===== src/include/mem_defs.svh =====
`ifndef MEM_DEFS_SVH
`define MEM_DEFS_SVH

// Cache line and memory beat sizes
`define MEM_LINE_W 256
`define MEM_BEAT_W 64
`define MEM_ADDR_W 32

// Beats per line transfer
`define MEM_BEATS 4

// Address step between consecutive lines
`define MEM_LINE_BYTES 32

`endif


===== src/design/mem_pkg.sv =====
`default_nettype none

`include "mem_defs.svh"

package mem_pkg;

	typedef logic [`MEM_ADDR_W-1:0] addr_t;
	typedef logic [`MEM_LINE_W-1:0] line_t;
	typedef logic [`MEM_BEAT_W-1:0] beat_t;

	// Write flag on top, then address, line in the low bits
	typedef logic [`MEM_LINE_W+`MEM_ADDR_W:0] d_req_t;

	typedef enum logic [2:0] {
		IDLE,
		READ,
		WRITE,
		PREFETCH,
		RESP
	} eng_state_t;

endpackage

`default_nettype wire


===== src/design/burst_engine.sv =====
`default_nettype none

`include "mem_defs.svh"

module burst_engine (
	input wire logic clk,
	input wire logic reset_n,
	input wire logic i_pending_i,
	input wire mem_pkg::addr_t i_addr_i,
	input wire logic d_pending_i,
	input wire mem_pkg::d_req_t d_payload_i,
	input wire logic pf_hit_i,
	input wire mem_pkg::line_t pf_line_i,
	output logic i_done_o,
	output logic d_done_o,
	output logic i_resp_o,
	output logic d_resp_o,
	output mem_pkg::line_t line_o,
	output logic fill_o,
	output mem_pkg::addr_t fill_addr_o,
	output mem_pkg::line_t fill_line_o,
	output logic read_o,
	output logic write_o,
	output mem_pkg::addr_t address_o,
	output mem_pkg::beat_t mem_wdata_o,
	input wire logic mem_resp_i,
	input wire mem_pkg::beat_t mem_rdata_i,
	output logic busy_o
);

	localparam logic [1:0] LAST_BEAT = 2'(`MEM_BEATS - 1);

	mem_pkg::eng_state_t state;
	logic [1:0] beat_cnt;
	logic src_d_q;
	logic rd_miss_q;
	logic pf_q;
	logic pf_valid_q;
	mem_pkg::addr_t pf_tag_q;
	mem_pkg::addr_t addr_q;
	mem_pkg::line_t line_q;

	logic d_write;
	mem_pkg::addr_t d_addr;
	mem_pkg::line_t d_line;
	mem_pkg::addr_t next_addr;
	logic go_pf;
	logic in_burst;

	assign d_write = d_payload_i[`MEM_LINE_W + `MEM_ADDR_W];
	assign d_addr = d_payload_i[`MEM_LINE_W +: `MEM_ADDR_W];
	assign d_line = d_payload_i[`MEM_LINE_W-1:0];

	assign next_addr = addr_q + `MEM_LINE_BYTES;
	assign in_burst = (state == mem_pkg::READ) || (state == mem_pkg::WRITE) ||
		(state == mem_pkg::PREFETCH);

	// Skip the prefetch when the next line is already buffered
	assign go_pf = (state == mem_pkg::RESP) && rd_miss_q &&
		!(pf_valid_q && (pf_tag_q == next_addr));

	always_ff @(posedge clk, posedge reset_n) begin
		if (reset_n) begin
			state <= mem_pkg::IDLE;
			beat_cnt <= 2'd0;
			src_d_q <= 1'b0;
			rd_miss_q <= 1'b0;
			pf_q <= 1'b0;
			pf_valid_q <= 1'b0;
		end else begin
			case (state)
				mem_pkg::IDLE: begin
					pf_q <= 1'b0;
					if (d_pending_i) begin
						src_d_q <= 1'b1;
						if (d_write) begin
							state <= mem_pkg::WRITE;
							if (pf_tag_q == d_addr) begin
								pf_valid_q <= 1'b0;
							end
						end else if (pf_hit_i) begin
							state <= mem_pkg::RESP;
						end else begin
							state <= mem_pkg::READ;
							rd_miss_q <= 1'b1;
						end
					end else if (i_pending_i) begin
						src_d_q <= 1'b0;
						state <= mem_pkg::READ;
					end
				end
				mem_pkg::READ, mem_pkg::WRITE, mem_pkg::PREFETCH: begin
					if (mem_resp_i) begin
						// Counter wraps back to zero after the last beat
						beat_cnt <= beat_cnt + 2'd1;
						if (beat_cnt == LAST_BEAT) begin
							state <= mem_pkg::RESP;
						end
					end
				end
				mem_pkg::RESP: begin
					rd_miss_q <= 1'b0;
					pf_q <= go_pf;
					if (pf_q) begin
						pf_valid_q <= 1'b1;
					end
					state <= go_pf ? mem_pkg::PREFETCH : mem_pkg::IDLE;
				end
				default: begin
					state <= mem_pkg::IDLE;
				end
			endcase
		end
	end

	always_ff @(posedge clk) begin
		if (state == mem_pkg::IDLE) begin
			if (d_pending_i) begin
				addr_q <= d_addr;
				line_q <= d_write ? d_line : pf_line_i;
			end else if (i_pending_i) begin
				addr_q <= i_addr_i;
			end
		end else if (in_burst && state != mem_pkg::WRITE && mem_resp_i) begin
			// Beats arrive lowest first and shift down into place
			line_q <= {mem_rdata_i, line_q[`MEM_LINE_W-1:`MEM_BEAT_W]};
		end else if (go_pf) begin
			addr_q <= next_addr;
		end
		if (state == mem_pkg::RESP && pf_q) begin
			pf_tag_q <= addr_q;
		end
	end

	assign read_o = (state == mem_pkg::READ) || (state == mem_pkg::PREFETCH);
	assign write_o = (state == mem_pkg::WRITE);
	assign address_o = addr_q;
	assign mem_wdata_o = line_q[beat_cnt * `MEM_BEAT_W +: `MEM_BEAT_W];

	assign i_resp_o = (state == mem_pkg::RESP) && !pf_q && !src_d_q;
	assign d_resp_o = (state == mem_pkg::RESP) && !pf_q && src_d_q;
	assign i_done_o = i_resp_o;
	assign d_done_o = d_resp_o;
	assign line_o = line_q;

	assign fill_o = (state == mem_pkg::RESP) && pf_q;
	assign fill_addr_o = addr_q;
	assign fill_line_o = line_q;

	assign busy_o = (state != mem_pkg::IDLE);

endmodule

`default_nettype wire


===== src/design/mem_subsys_top.sv =====
`default_nettype none

`include "mem_defs.svh"

module mem_subsys_top (
	input wire logic clk,
	input wire logic reset_n,
	input wire logic i_read_i,
	input wire mem_pkg::addr_t i_addr_i,
	output logic i_resp_o,
	output mem_pkg::line_t i_line_o,
	input wire logic d_read_i,
	input wire logic d_write_i,
	input wire mem_pkg::addr_t d_addr_i,
	input wire mem_pkg::line_t d_line_i,
	output logic d_resp_o,
	output mem_pkg::line_t d_line_o,
	output logic read_o,
	output logic write_o,
	output mem_pkg::addr_t address_o,
	output mem_pkg::beat_t mem_wdata_o,
	input wire logic mem_resp_i,
	input wire mem_pkg::beat_t mem_rdata_i,
	output logic stall_o
);

	logic i_pending;
	logic i_done;
	mem_pkg::addr_t i_addr;
	logic d_pending;
	logic d_done;
	mem_pkg::d_req_t d_payload;
	logic pf_hit;
	mem_pkg::line_t pf_line;
	logic fill;
	mem_pkg::addr_t fill_addr;
	mem_pkg::line_t fill_line;
	mem_pkg::line_t line;
	logic busy;

	req_slot #(.payload_t(mem_pkg::addr_t)) i_slot (
		.clk(clk),
		.reset_n(reset_n),
		.strobe_i(i_read_i),
		.payload_i(i_addr_i),
		.done_i(i_done),
		.pending_o(i_pending),
		.payload_o(i_addr)
	);

	req_slot #(.payload_t(mem_pkg::d_req_t)) d_slot (
		.clk(clk),
		.reset_n(reset_n),
		.strobe_i(d_read_i | d_write_i),
		.payload_i({d_write_i, d_addr_i, d_line_i}),
		.done_i(d_done),
		.pending_o(d_pending),
		.payload_o(d_payload)
	);

	prefetch_buf pf_buf (
		.clk(clk),
		.reset_n(reset_n),
		.lookup_addr_i(d_payload[`MEM_LINE_W +: `MEM_ADDR_W]),
		.lookup_valid_i(d_pending),
		.lookup_write_i(d_payload[`MEM_LINE_W + `MEM_ADDR_W]),
		.fill_i(fill),
		.fill_addr_i(fill_addr),
		.fill_line_i(fill_line),
		.hit_o(pf_hit),
		.hit_line_o(pf_line)
	);

	burst_engine engine (
		.clk(clk),
		.reset_n(reset_n),
		.i_pending_i(i_pending),
		.i_addr_i(i_addr),
		.d_pending_i(d_pending),
		.d_payload_i(d_payload),
		.pf_hit_i(pf_hit),
		.pf_line_i(pf_line),
		.i_done_o(i_done),
		.d_done_o(d_done),
		.i_resp_o(i_resp_o),
		.d_resp_o(d_resp_o),
		.line_o(line),
		.fill_o(fill),
		.fill_addr_o(fill_addr),
		.fill_line_o(fill_line),
		.read_o(read_o),
		.write_o(write_o),
		.address_o(address_o),
		.mem_wdata_o(mem_wdata_o),
		.mem_resp_i(mem_resp_i),
		.mem_rdata_i(mem_rdata_i),
		.busy_o(busy)
	);

	// One line register serves both caches
	assign i_line_o = line;
	assign d_line_o = line;

	assign stall_o = i_pending | d_pending | busy;

endmodule

`default_nettype wire


===== src/design/prefetch_buf.sv =====
`default_nettype none

module prefetch_buf (
	input wire logic clk,
	input wire logic reset_n,
	input wire mem_pkg::addr_t lookup_addr_i,
	input wire logic lookup_valid_i,
	input wire logic lookup_write_i,
	input wire logic fill_i,
	input wire mem_pkg::addr_t fill_addr_i,
	input wire mem_pkg::line_t fill_line_i,
	output logic hit_o,
	output mem_pkg::line_t hit_line_o
);

	logic valid_q;
	mem_pkg::addr_t tag_q;
	mem_pkg::line_t line_q;
	logic tag_match;

	assign tag_match = valid_q && (lookup_addr_i == tag_q);

	always_ff @(posedge clk, posedge reset_n) begin
		if (reset_n) begin
			valid_q <= 1'b0;
		end else if (lookup_valid_i && lookup_write_i && tag_match) begin
			// Pending write makes the buffered copy stale
			valid_q <= 1'b0;
		end else if (fill_i) begin
			valid_q <= 1'b1;
		end
	end

	always_ff @(posedge clk) begin
		if (fill_i) begin
			tag_q <= fill_addr_i;
			line_q <= fill_line_i;
		end
	end

	assign hit_o = lookup_valid_i && !lookup_write_i && tag_match;
	assign hit_line_o = line_q;

endmodule

`default_nettype wire


===== src/design/req_slot.sv =====
`default_nettype none

module req_slot #(
	parameter type payload_t = logic
) (
	input wire logic clk,
	input wire logic reset_n,
	input wire logic strobe_i,
	input wire payload_t payload_i,
	input wire logic done_i,
	output logic pending_o,
	output payload_t payload_o
);

	logic pending_q;
	payload_t payload_q;

	always_ff @(posedge clk, posedge reset_n) begin
		if (reset_n) begin
			pending_q <= 1'b0;
		end else if (strobe_i) begin
			pending_q <= 1'b1;
		end else if (done_i) begin
			pending_q <= 1'b0;
		end
	end

	// Held until the engine reports done
	always_ff @(posedge clk) begin
		if (strobe_i) begin
			payload_q <= payload_i;
		end
	end

	assign pending_o = pending_q;
	assign payload_o = payload_q;

endmodule

`default_nettype wire


===== config.mk =====
export PLATFORM = sky130hd
export DESIGN_NAME = mem_subsys_top
export DESIGN_NICKNAME = d
export VERILOG_FILES = /design/src/design/mem_pkg.sv /design/src/design/burst_engine.sv /design/src/design/mem_subsys_top.sv /design/src/design/prefetch_buf.sv /design/src/design/req_slot.sv
export VERILOG_INCLUDE_DIRS = /design/src /design/src/include
export SDC_FILE = /design/constraint.sdc
export NUM_CORES = 1
export LEC_CHECK = 0
export BUFFER_PORTS_ARGS = -buffer_cell sky130_fd_sc_hd__buf_2
export CAP_MARGIN = 40
export CELL_PAD_IN_SITES_DETAIL_PLACEMENT = 1
export CELL_PAD_IN_SITES_GLOBAL_PLACEMENT = 2
export CORE_AREA = 2 2 394 396
export DETAILED_ROUTE_END_ITERATION = 8
export DIE_AREA = 0 0 396 398
export GPL_TIMING_DRIVEN = 0
export PLACE_DENSITY_LB_ADDON = 0.1
export SYNTH_ARGS = -nofsm -noshare
export SYNTH_HDL_FRONTEND = slang
export SYNTH_HIERARCHICAL = 1
export SYNTH_SLANG_ARGS = --single-unit
export TNS_END_PERCENT = 30

===== constraint.sdc =====
create_clock -name clk -period 11.4 [get_ports clk]
set_input_delay 1.14 -clock clk [delete_from_list [all_inputs] [get_ports clk]]
set_output_delay 1.14 -clock clk [all_outputs]
set_load 0.02 [all_outputs]

# Yosys cells after proc, flatten, opt, wreduce, memory -nomap -nowiden
# Cells that the tools add are included.
# totals
reg_bits,909
latch_bits,0
ramBits,0
mem_bits_ro,0
out_inout_bits,613
wordCells,113
mem_count,0
# classes
addsub,2
n_mul,0
div_mod_pow,0
n_lt_le_gt_ge,0
eq_ne,19
n_shift,1
muxes,35
bitwise,3
reduce_logical,38
# ops
cell,count
256-bit 2-to-1 mux,4
256-bit by 9-bit indexed part select with 64-bit output,1
32-bit 2-to-1 mux,5
32-bit equality test,3
32-bit by 6-bit adder with 32-bit output (second input constant),1
3-bit 2-to-1 mux,6
1-bit 2-to-1 mux,15
1-bit logical AND,14
2-bit nonzero test,7
2-bit inequality test (second input constant),5
3-bit one-hot mux with 3 select lines,1
2-bit by 1-bit inequality test with 1-bit output (second input constant),4
3-bit by 2-bit equality test with 1-bit output (second input constant),2
1-bit one-hot mux with 2 select lines,3
2-bit AND reduction,3
3-bit AND reduction,2
5-bit AND reduction,1
1-bit zero test,4
4-bit AND reduction,1
3-bit by 1-bit equality test with 1-bit output (second input constant),1
3-bit equality test (second input constant),1
3-bit zero test,1
1-bit logical OR,3
3-bit by 2-bit inequality test with 1-bit output (second input constant),1
7 further kinds,9

# Logic depth before layout (Yosys ltp)
# Gate-level depths: netlist (run 1).
# depth
depth_word,8
mapped_depth,11
mapped_depth_nobuf,9

# By module
# The synthesis (run 1) kept the hierarchy.
# modules_own_cells
mod,n_inst,cells_per_inst,area_per_inst_um2,seq_area_each_um2
burst_engine,1,1934,21369.2,9834.4
prefetch_buf,1,337,9046.2,8673.3
req_slot (d_slot),1,293,8718.4,8703.3
mem_subsys_top,1,258,1934.4,0.0
req_slot (i_slot),1,36,1001.0,985.9

# Least setup slack after synthesis (run 1)
# OpenSTA, ideal clock, no wires.
# synth_timing
path_kind,flip-flop to flip-flop
from,register engine.state[1]
to,register pf_buf.valid_q
setup_time_ps,94
t_arrival_ps,8966
t_required_ps,11306
setup_slack_ps,2341
path_stages_with_launch,5
path_buffers,1
period_less_slack_ps,9059
path_cell_list,dfrtp_1 -> nor2_1 -> clkbuf_8 -> and3_1 -> o32a_1
# synth_via
elab_chain_cells,3
# synth_lines
item,line_no,rtl
start: declaration,burst_engine.sv:33,mem_pkg::eng_state_t state;
start signal: assignment,burst_engine.sv:64,state <= mem_pkg::IDLE;
start signal: assignment,burst_engine.sv:77,state <= mem_pkg::WRITE;
start signal: assignment,burst_engine.sv:82,state <= mem_pkg::RESP;
3-bit equality test,burst_engine.sv:146,assign fill_o = (state == mem_pkg::RESP) && pf_q;
1-bit logical AND,burst_engine.sv:146,
named net fill,mem_subsys_top.sv:35,logic fill;
2-bit nonzero test (no line),n/a,
end signal: assignment,prefetch_buf.sv:25,valid_q <= 1'b0;
end signal: assignment,prefetch_buf.sv:28,valid_q <= 1'b0;
end signal: assignment,prefetch_buf.sv:30,valid_q <= 1'b1;
end: declaration,prefetch_buf.sv:16,logic valid_q;
# The timed path passes the listed nets, and every way through them passes these cells.
# A chain may end at the register's enable or synchronous reset.

# Worst setup path after layout (run 1)
# layout_timing
from,register engine.state[1]
to,output port stall_o
# layout_via
elab_chain_cells,2
# layout_lines
item,line_no,rtl
3-bit nonzero test,burst_engine.sv:150,assign busy_o = (state != mem_pkg::IDLE);
named net busy,mem_subsys_top.sv:39,logic busy;
1-bit OR,mem_subsys_top.sv:104,assign stall_o = i_pending | d_pending | busy;
end: declaration,mem_subsys_top.sv:24,output logic stall_o
# The timed path passes the listed nets, and every way through them passes these cells.

==> results of run 1 <==
-- cell type report --
type,instances,area share [%]
Sequential cell,941,51.8
Tap cell,2044,4.70
Multi-Input combinational cell,1228,16.8
Antenna cell,16,0.0735
Clock inverter,55,0.636
Inverter,18,0.124
Clock buffer,151,5.49
Buffer,671,8.60
Timing Repair Buffer,1086,11.8
-- per-stage QoR --
stage | instances | hold slack [ns]
global route | 6205 | 0.272
global placement | 5904 | 0.469
floorplan | 2858 | 0.446
detailed placement | 5988 | 0.475
CTS | 6194 | 0.232
finish | 6210 | 0.300
-- state kept, by name, summed over array words and instances, names as in the netlist, 2 cells and up --
register	count
pf_buf/hit_line_o	256
engine/fill_line_o	256
engine/beat_cnt	2
engine/state	3
engine/pf_tag_q	32
d_slot/payload_o	289
i_slot/payload_o	32
pf_buf/tag_q	32
engine/address_o	32
-- cell usage in the layout, fill, tap and decap left out, types with 19 or more instances in the layout --
master     Yosys  layout
nand2_1      287     287
mux4_2        64      64
a21oi_1       21      21
clkbuf_1     104     133
buf_4        546     547
nand4_1       19      19
clkinv_1       0      29
buf_8          0      32
buf_2          0    1009
mux2i_1      281     281
buf_16         0      21
edfxtp_1     929     929
nor2_1        27      27
clkbuf_16      0     114
xor2_1        42      42
o21ai_0      282     282
buf_6          2      29
xnor2_1       76      76
-- routing by layer --
metal | vias to the layer above | wire [um] | track usage, %
li1 | 12400 | - | -
met1 | 14400 | 74300 | 27.9
met3 | 301 | 10100 | 4.69
met4 | 76 | 4200 | 5.95
met2 | 940 | 88500 | 37.4
met5 | - | 488 | 0
-- worst max-delay path: stages (launching register included) --
cell and delay [ns]:
dfrtp_1 0.46, nor3_2 0.49, inv_1 0.17, clkbuf_1 0.33
buf_6 0.25, clkbuf_2 0.31, buf_16 0.26, clkbuf_1 0.33
or3_1 0.57, buf_2 0.21
-- power by group through the flow --
stage                     clock, mW  combinational, mW  sequential (mW)
after floorplan                   0               4.90             5.78
after global placement            0               7.86             6.25
after detailed placement          0               8.35             6.09
after CTS                      3.47               8.38             6.04
after global routing           3.59               8.69             6.14
final                          3.36               8.18             6.02
-- worst paths after layout --
path / startpoint / end / slack, ns / depth (start not counted)
max in group asynchronous: reset_n / engine/beat_cnt[1]$_DFFE_PP0P_ / 10.63 / 2
min: reset_n / i_slot/pending_o$_DFFE_PP0P_ / 0.30 / 2
min reg2reg: engine/fill_line_o[33]$_DFFE_PP_ / pf_buf/hit_line_o[33]$_DFFE_PP_ / 0.49 / 0
max: engine/state[1]$_DFFE_PP0P_ / stall_o / 6.15 / 9
max reg2reg: engine/address_o[5]$_DFFE_PP_ / engine/address_o[21]$_DFFE_PP_ / 6.92 / 12
min in group clk: engine/fill_line_o[33]$_DFFE_PP_ / pf_buf/hit_line_o[33]$_DFFE_PP_ / 0.49 / 0
-- cells by family (layout without fill, tap and decap cells) --
logic type	Yosys count	after routing	synth area share, %
flops	941	941	67.0
simple gates	421	421	4.61
mux	347	347	10.2
buf+inv	689	1981	11.3
xor+xnor	122	122	2.67
compound gates	336	336	4.21
fa+ha+maj	2	2	0.0595
other cells	0	16	0
==> impl_metrics.env, run 1 <==
export IMPL_worst_slack_ns=6.15
export IMPL_syn_to_final_growth_pct=29.5
export IMPL_cts_setup_buffers=0
export IMPL_layout_min_cycle_time_ns=5.25
export IMPL_max_cap_violations=0
export IMPL_layout_drive_gt1_share_pct=45.5
export IMPL_synth_edf_count=929
export IMPL_fin_util_pct=35.5
export IMPL_clk_root_buffer_cell="clkbuf_16"
export IMPL_cp_required_ns=10.26
export IMPL_ff_latch_area_um2=28200
export IMPL_placed_cell_area_um2=51100
export IMPL_cts_resized=0
export IMPL_synth_top_area_cell="edfxtp_1"
export IMPL_worst_pin_slew_ns=0.942
export IMPL_grt_pass1_vias=28700
export IMPL_grt_overflow=0
export IMPL_internal_power_mw=10.2
export IMPL_synth_fp_nets=3250
export IMPL_vias=28100
export IMPL_drt_iter0_drc=1791
export IMPL_min_path_type="in2async"
export IMPL_core_area_um2=153000
export IMPL_ys_flop_type="edfxtp_1"
export IMPL_start_kind="flip-flop"
export IMPL_synth_cells=2858
export IMPL_preCtsSetupSlack_ns=6.75
export IMPL_crit_type="reg2out"
export IMPL_multi_input_area_um2=9160
export IMPL_dieWidth_um=396
export IMPL_initial_core_util_pct=27.4
export IMPL_portBuffers=1002
export IMPL_die_area_um2=158000
export IMPL_die_y_um=398
export IMPL_hold_buffers=0
export IMPL_vdd_drop_max_mv=0.133
export IMPL_p_comb_share_pct=46.6
export IMPL_fin_crit_sh_pct=46.1
export IMPL_numClockSinks=941
export IMPL_ant_nets=0
export IMPL_setup_tns_ns=0
export IMPL_synth_seq_area_share_pct=67.0
export IMPL_nets=4451
export IMPL_end_kind="output port"
export IMPL_swShare_pct=42.2
export IMPL_fillers=16400
export IMPL_p_per_area_nw_per_um2=322
export IMPL_first_pass_iters=5
export IMPL_ys_async_sr_fraction_pct=1.28
export IMPL_rsz0062_at_grt="no"
export IMPL_syn_area_um2=42100
export IMPL_synth_common_cells="edfxtp_1 (929), buf_4 (546), nand2_1 (287)"
export IMPL_grt_use_total_pct=21.9
export IMPL_cp_max_fo=10
export IMPL_synth_top_cell_area_share_pct=66.3
export IMPL_num_rows=144
export IMPL_grt_pass1_wl_um=239000
export IMPL_seq_power_share_pct=34.3
export IMPL_cp_arrival_ns=4.11
export IMPL_gp_congestion=0.803
export IMPL_syn_area_per_cell_um2=14.7
export IMPL_place_hpwl_um=136000
export IMPL_finalInstanceArea_um2=54500
export IMPL_clockBufferDepth=3
export IMPL_final_setup_skew_ns=0.0309
export IMPL_status="complete, no violations"
export IMPL_p_clk_share_pct=19.1
export IMPL_clk_latency_ns=0.71
export IMPL_wl_per_cell_um=28.6
export IMPL_ioPinCount=1003
export IMPL_fmax_mhz=190
export IMPL_grt_start_max_net_pins=52
export IMPL_p_leak_nw=22.4
export IMPL_path_clk_slew_ns=0.06
export IMPL_vias_per_cell=4.52
export IMPL_drc=0
export IMPL_cts_tree="done"
export IMPL_yosysMostFrequentCell="edfxtp_1"
export IMPL_slew_limit_headroom_pct=36.6
export IMPL_yosys_top_cells_area="edfxtp_1 (66%), buf_4 (9.7%), mux2i_1 (6.7%)"
export IMPL_routed_wl_um=178000
export IMPL_cts_htree_levels=3
export IMPL_cts_made_buffers=113
export IMPL_switchingPower_mw=7.40
export IMPL_yosys_warnings=6
export IMPL_antenna_found_initial=100
export IMPL_synth_cell_types=67
export IMPL_hold_violations=0
export IMPL_drv_slew=0
export IMPL_ys_seq_elements=941
export IMPL_totalPowerFinal_mw=17.6
export IMPL_setup_viol=0
Note: power is estimated with default switching activity, not from simulation.
==> run 2: changes to the inputs <==
Clock period 11.4 ns to 4.4 ns, I/O delays scaled along.
==> run 2 against run 1 <==
First-iteration DRC count decreased by 3.8%. Flip-flop and latch count unchanged. Utilization increased by 2.7 points.
==> impl_metrics.env, run 2 (synthesis gave the netlist of run 1 again) <==
export IMPL_grt_busiest_layer="met2"
export IMPL_vias_per_cell=4.44
export IMPL_grt_pass1_vias=30800
export IMPL_path_clk_slew_ns=0.06
export IMPL_initial_core_util_pct=27.4
export IMPL_drc=0
export IMPL_p_per_area_nw_per_um2=792
export IMPL_worstHoldPathCells=3
export IMPL_met1_usage_pct=28.5
export IMPL_rr_worst_depth=13
export IMPL_setup_tns_ns=0
export IMPL_nets=4838
export IMPL_crit_type="reg2reg"
export IMPL_dp_cells=5988
export IMPL_ioPinCount=1003
export IMPL_setup_viol=0
export IMPL_cts_made_buffers=112
export IMPL_final_cell_mix="buf_2 (1,007), edfxtp_1 (929), buf_4 (553)"
export IMPL_holdPathEnd="engine/fill_line_o[240]$_DFFE_PP_"
export IMPL_layout_commonest_cell="buf_2"
export IMPL_vdd_drop_max_mv=0.351
export IMPL_clk_latency_ns=0.71
export IMPL_layout_min_cycle_time_ns=4.16
export IMPL_place_hpwl_um=135000
export IMPL_fin_crit_sh_pct=94.5
export IMPL_drv_slew=0
export IMPL_use_met2_pct=38.1
export IMPL_grt_use_total_pct=22.0
export IMPL_cts_htree_levels=3
export IMPL_max_stage_delay_ns=0.59
export IMPL_end_kind="flip-flop"
export IMPL_wl_per_cell_um=27.1
export IMPL_cp_num_buf_inv=4
export IMPL_min_path_type="in2reg"
export IMPL_worst_pin_slew_ns=0.911
export IMPL_p_leak_nw=24.1
export IMPL_startpoint="engine/address_o[6]$_DFFE_PP_"
export IMPL_clk_root_buffer_cell="clkbuf_16"
export IMPL_cp_max_fo=14
export IMPL_status="complete, no violations"
export IMPL_crit_slowest_cell="edfxtp_1"
export IMPL_syn_to_final_growth_pct=39.2
export IMPL_grt_pass1_wl_um=243000
export IMPL_largest_reg_flops=289
export IMPL_cts_tree="done"
export IMPL_ant_nets=0
export IMPL_totalPowerFinal_mw=46.4
export IMPL_r2r_end="engine/address_o[10]$_DFFE_PP_"
export IMPL_rrSetupSlack_ns=0.24
export IMPL_gp_congestion=0.795
export IMPL_first_pass_iters=7
export IMPL_core_area_um2=153000
export IMPL_die_area_um2=158000
export IMPL_cp_required_ns=4.86
export IMPL_hold_violations=0
export IMPL_grtUsageMet3_pct=3.60
export IMPL_timing_rr_start="engine/address_o[6]$_DFFE_PP_"
export IMPL_clockBufferDepth=3
export IMPL_num_rows=144
export IMPL_layout_drive_gt1_share_pct=42.1
export IMPL_numClockSinks=941
export IMPL_crit_family="simple AND/OR/NAND/NOR gates"
export IMPL_grt_overflow=0
export IMPL_hold_start="mem_rdata_i[48]"
export IMPL_vias=29300
export IMPL_slew_limit_headroom_pct=39.3
export IMPL_final_setup_skew_ns=0.0202
export IMPL_cp_cell_sequence="ha_1, clkdlybuf4s15_1, nand2_1, or3_2, clkbuf_1, nor2_1, xnor2_1, nor4_1, nand4_1, buf_4, o21ai_2, o21ai_4, buf_16"
export IMPL_drt_iter0_drc=1723
export IMPL_cp_arrival_ns=4.62
export IMPL_grt_start_max_net_pins=52
export IMPL_fmax_mhz=241
export IMPL_antenna_found_initial=39
export IMPL_dieWidth_um=396
export IMPL_die_y_um=398
export IMPL_portBuffers=1002
export IMPL_routed_wl_um=178000
export IMPL_fin_cells=6590
export IMPL_start_kind="flip-flop"
export IMPL_max_cap_violations=0
-- run 2: cell count changes in the layout (fill, tap and decap cells not counted), moves of 3 or more --
cell           before  now
inv_6               4    0
buf_4             547  553
buf_16             21   18
clkbuf_1          133  115
buf_12              1    4
dlygate4sd3_1       0  383
bufinv_16           2   13
-- run 2: cell type report --
cell class | instances | area [um2]
repair buffers | 1475 | 10300
multi-input cells | 1228 | 9170
clock inverters | 65 | 646
plain buffers | 670 | 4680
diodes | 15 | 37.5
clock buffers | 134 | 2930
well taps | 2044 | 2560
inverters | 18 | 67.6
flip-flops and latches | 941 | 28200
fillers | 16300 | 94700
-- run 2: metal layers --
metal / up-vias / wire length, um
met5: - / 138
met1: 15000 / 76200
li1: 13200 / -
met4: 22 / 4070
met2: 856 / 89600
met3: 187 / 8310
-- run 2: worst min-delay path, stage by stage --
cell	delay, ns
buf_2	0.09
nand2_1	0.07
o21ai_0	0.07
-- run 2: power by group --
| part | total [mW] | internal [mW] | switching, mW |
|---|---|---|---|
| Clock | 9.28 | 5.45 | 3.83 |
| Combinational | 21.5 | 8.48 | 13.0 |
| Sequential | 15.6 | 13.2 | 2.42 |
-- run 2: worst max-delay path by stage --
stage | cells after the start | to | slack (ns)
2_1_floorplan | 3 | engine/fill_line_o[0]$_DFFE_PP_ | -0.46
3_3_place_gp | 3 | engine/fill_line_o[198]$_DFFE_PP_ | -4.36
3_5_place_dp | 12 | engine/address_o[10]$_DFFE_PP_ | -0.1
4_1_cts | 12 | engine/address_o[26]$_DFFE_PP_ | 0.002
5_1_grt | 13 | engine/address_o[26]$_DFFE_PP_ | -0.009
6_report | 13 | engine/address_o[10]$_DFFE_PP_ | 0.24
-- run 2: stage by stage --
stage / worst slack [ns] / utilization, % / instance area, um2 / hold slack [ns]
floorplan: -0.457 / - / 42100 / 0.169
global placement: -4.36 / 32.4 / 49600 / 0.318
detailed placement: -0.0983 / 33.3 / 51100 / 0.317
CTS: 0.00157 / 38.1 / 58500 / 0.00823
global route: -0.00927 / 38.2 / 58600 / 0.0425
finish: 0.242 / 38.2 / 58600 / 0.0755
-- run 2: timing repair --
item,4_1_cts,5_1_grt
endpoints found under the hold margin,394,0
pin swaps,0,1
setup buffers,0,6
cloned,0,0
endpoints found under the setup margin,15,27
hold buffers,383,0
gates resized for setup,2,1
==> run 3: changes to the inputs <==
Settings changed: PLACE_DENSITY from default to 0.72, PLACE_DENSITY_LB_ADDON 0.1 to default.
==> run 3 against run 2 <==
Power up 0.15%. Utilization shrank 0.21 points. Cell area is 0.55% lower. Flip-flop and latch count stayed put. Critical path depth decreased by 1. Critical path type unchanged.
==> impl_metrics.env, run 3 (synthesis gave the netlist of run 1 again) <==
export IMPL_status="complete, no violations"
export IMPL_drt_iter0_drc=2231
export IMPL_vias_per_cell=4.57
export IMPL_rr_worst_depth=12
export IMPL_first_pass_iters=7
export IMPL_num_rows=144
export IMPL_ioPinCount=1003
export IMPL_cts_htree_levels=3
export IMPL_fmax_mhz=232
export IMPL_worstHoldPathCells=3
export IMPL_ff_latch_area_um2=28200
export IMPL_fillers=16500
export IMPL_cts_made_buffers=107
export IMPL_vdd_drop_max_mv=0.393
export IMPL_syn_to_final_growth_pct=38.5
export IMPL_cp_max_fo=15
export IMPL_r2r_end="engine/address_o[10]$_DFFE_PP_"
export IMPL_initial_core_util_pct=27.4
export IMPL_layout_drive_gt1_share_pct=41.9
export IMPL_grt_pass1_vias=31500
export IMPL_rsz0062_at_grt="no"
export IMPL_antenna_found_initial=37
export IMPL_drc=0
export IMPL_final_cell_mix="buf_2 (1,006), edfxtp_1 (929), buf_4 (546)"
export IMPL_grt_overflow=0
export IMPL_cp_num_buf_inv=3
export IMPL_worst_pin_slew_ns=0.893
export IMPL_nets=4813
export IMPL_fin_util_pct=38.0
export IMPL_min_path_type="in2reg"
export IMPL_start_kind="flip-flop"
export IMPL_multi_input_area_um2=9170
export IMPL_numClockSinks=941
export IMPL_path_clk_slew_ns=0.06
export IMPL_crit_family="simple AND/OR/NAND/NOR gates"
export IMPL_routed_wl_um=181000
export IMPL_die_area_um2=158000
export IMPL_portBuffers=1002
export IMPL_slew_limit_headroom_pct=40.5
export IMPL_fin_crit_sh_pct=98.1
export IMPL_final_setup_skew_ns=0.0685
export IMPL_gp_congestion=0.862
export IMPL_setup_tns_ns=0
export IMPL_p_per_area_nw_per_um2=797
export IMPL_max_stage_delay_ns=0.64
export IMPL_drv_slew=0
export IMPL_layout_min_cycle_time_ns=4.32
export IMPL_crit_type="reg2reg"
export IMPL_place_hpwl_um=137000
export IMPL_largest_reg_flops=289
export IMPL_cts_tree="done"
export IMPL_clockBufferDepth=3
export IMPL_grt_start_max_net_pins=52
export IMPL_p_leak_nw=23.9
export IMPL_die_y_um=398
export IMPL_timing_rr_start="engine/address_o[5]$_DFFE_PP_"
export IMPL_hold_start="mem_rdata_i[59]"
export IMPL_grt_pass1_wl_um=246000
export IMPL_vias=30000
export IMPL_cp_arrival_ns=4.77
export IMPL_clk_root_buffer_cell="clkbuf_16"
export IMPL_end_kind="flip-flop"
export IMPL_hold_violations=0
export IMPL_dieWidth_um=396
export IMPL_ant_nets=0
export IMPL_layout_commonest_cell="buf_2"
export IMPL_setup_viol=0
export IMPL_rrSetupSlack_ns=0.08
export IMPL_holdPathEnd="engine/fill_line_o[251]$_DFFE_PP_"
export IMPL_cts_setup_buffers=0
export IMPL_cp_required_ns=4.85
export IMPL_core_area_um2=153000
export IMPL_grt_use_total_pct=22.2
export IMPL_crit_slowest_cell="edfxtp_1"
export IMPL_wl_per_cell_um=27.6
export IMPL_clk_latency_ns=0.76
export IMPL_cp_cell_sequence="ha_1, clkdlybuf4s15_1, nand2_1, or3_2, clkbuf_1, nor2_1, xnor2_1, nor4_1, nand4_1, o21ai_2, o21ai_4, buf_16"
export IMPL_max_cap_violations=0
[run 3: changes by cell type in the layout (fill, tap and decap cells not counted), sizes merged]
cell and change:
clkinvlp +1, bufinv -5, diode +1, clkdlybuf4s18 +1, buf -16, clkinv +3
dlygate4sd3 -4, clkdlybuf4s15 -1, clkbuf +1
[run 3: what timing repair did]
action,in CTS,in global routing
resized for setup,4,0
hold buffers,379,0
endpoints found under the setup margin,6,0
endpoints found under the hold margin,390,0
[run 3: power by group]
group / leakage, nW / internal [mW] / switching [mW]
clock: 1.65 / 4.98 / 3.92
sequential: 9.07 / 13.2 / 2.40
combinational: 13.2 / 8.41 / 13.5
[run 3: tightest hold or removal path: stages]
cell     delay [ns]
buf_2          0.08
nand2_1        0.06
o21ai_0        0.07
[run 3: worst max-delay path by stage]
| stage | startpoint | to | slack, ns | cells after the start |
|---|---|---|---|---|
| global route | engine/address_o[5]$_DFFE_PP_ | engine/address_o[29]$_DFFE_PP_ | 0.01 | 12 |
| finish | engine/address_o[5]$_DFFE_PP_ | engine/address_o[10]$_DFFE_PP_ | 0.08 | 12 |
| detailed placement | engine/address_o[5]$_DFFE_PP_ | engine/address_o[13]$_DFFE_PP_ | 0.02 | 12 |
| floorplan | d_slot/pending_o$_DFFE_PP0P_ | engine/fill_line_o[0]$_DFFE_PP_ | -0.46 | 3 |
| global placement | d_slot/pending_o$_DFFE_PP0P_ | engine/fill_line_o[228]$_DFFE_PP_ | -4.16 | 3 |
| CTS | engine/address_o[5]$_DFFE_PP_ | engine/address_o[10]$_DFFE_PP_ | 0.12 | 12 |
[run 3: cell type report]
cell class / instances / area share [%]
Antenna cell: 16 / 0.0687
Buffer: 670 / 8.05
Clock buffer: 135 / 4.78
Clock inverter: 64 / 1.16
Inverter: 18 / 0.116
Multi-Input combinational cell: 1228 / 15.7
Sequential cell: 941 / 48.4
Tap cell: 2044 / 4.39
Timing Repair Buffer: 1455 / 17.3
[run 3: layer usage]
metal	vias up	routed length (um)	GRT usage, %
met1	15500	74800	28.4
li1	13100	-	-
met3	249	11000	4.43
met5	-	120	0
met4	20	5750	6.94
met2	1111	89300	37.7
[run 3: metrics by stage]
| step | worst slack [ns] | instances | area (um2) | hold slack, ns | power (mW) |
|---|---|---|---|---|---|
| 2_1_floorplan | -0.457 | 2858 | 42100 | 0.169 | 27.5 |
| 3_3_place_gp | -4.16 | 5904 | 49600 | 0.313 | 34.9 |
| 3_5_place_dp | 0.0175 | 5977 | 50900 | 0.316 | 37.6 |
| 4_1_cts | 0.123 | 6554 | 58200 | 0.00356 | 46.9 |
| 5_1_grt | 0.0144 | 6563 | 58200 | 0.0268 | 48.4 |
| 6_report | 0.0838 | 6571 | 58300 | 0.0595 | 46.4 |
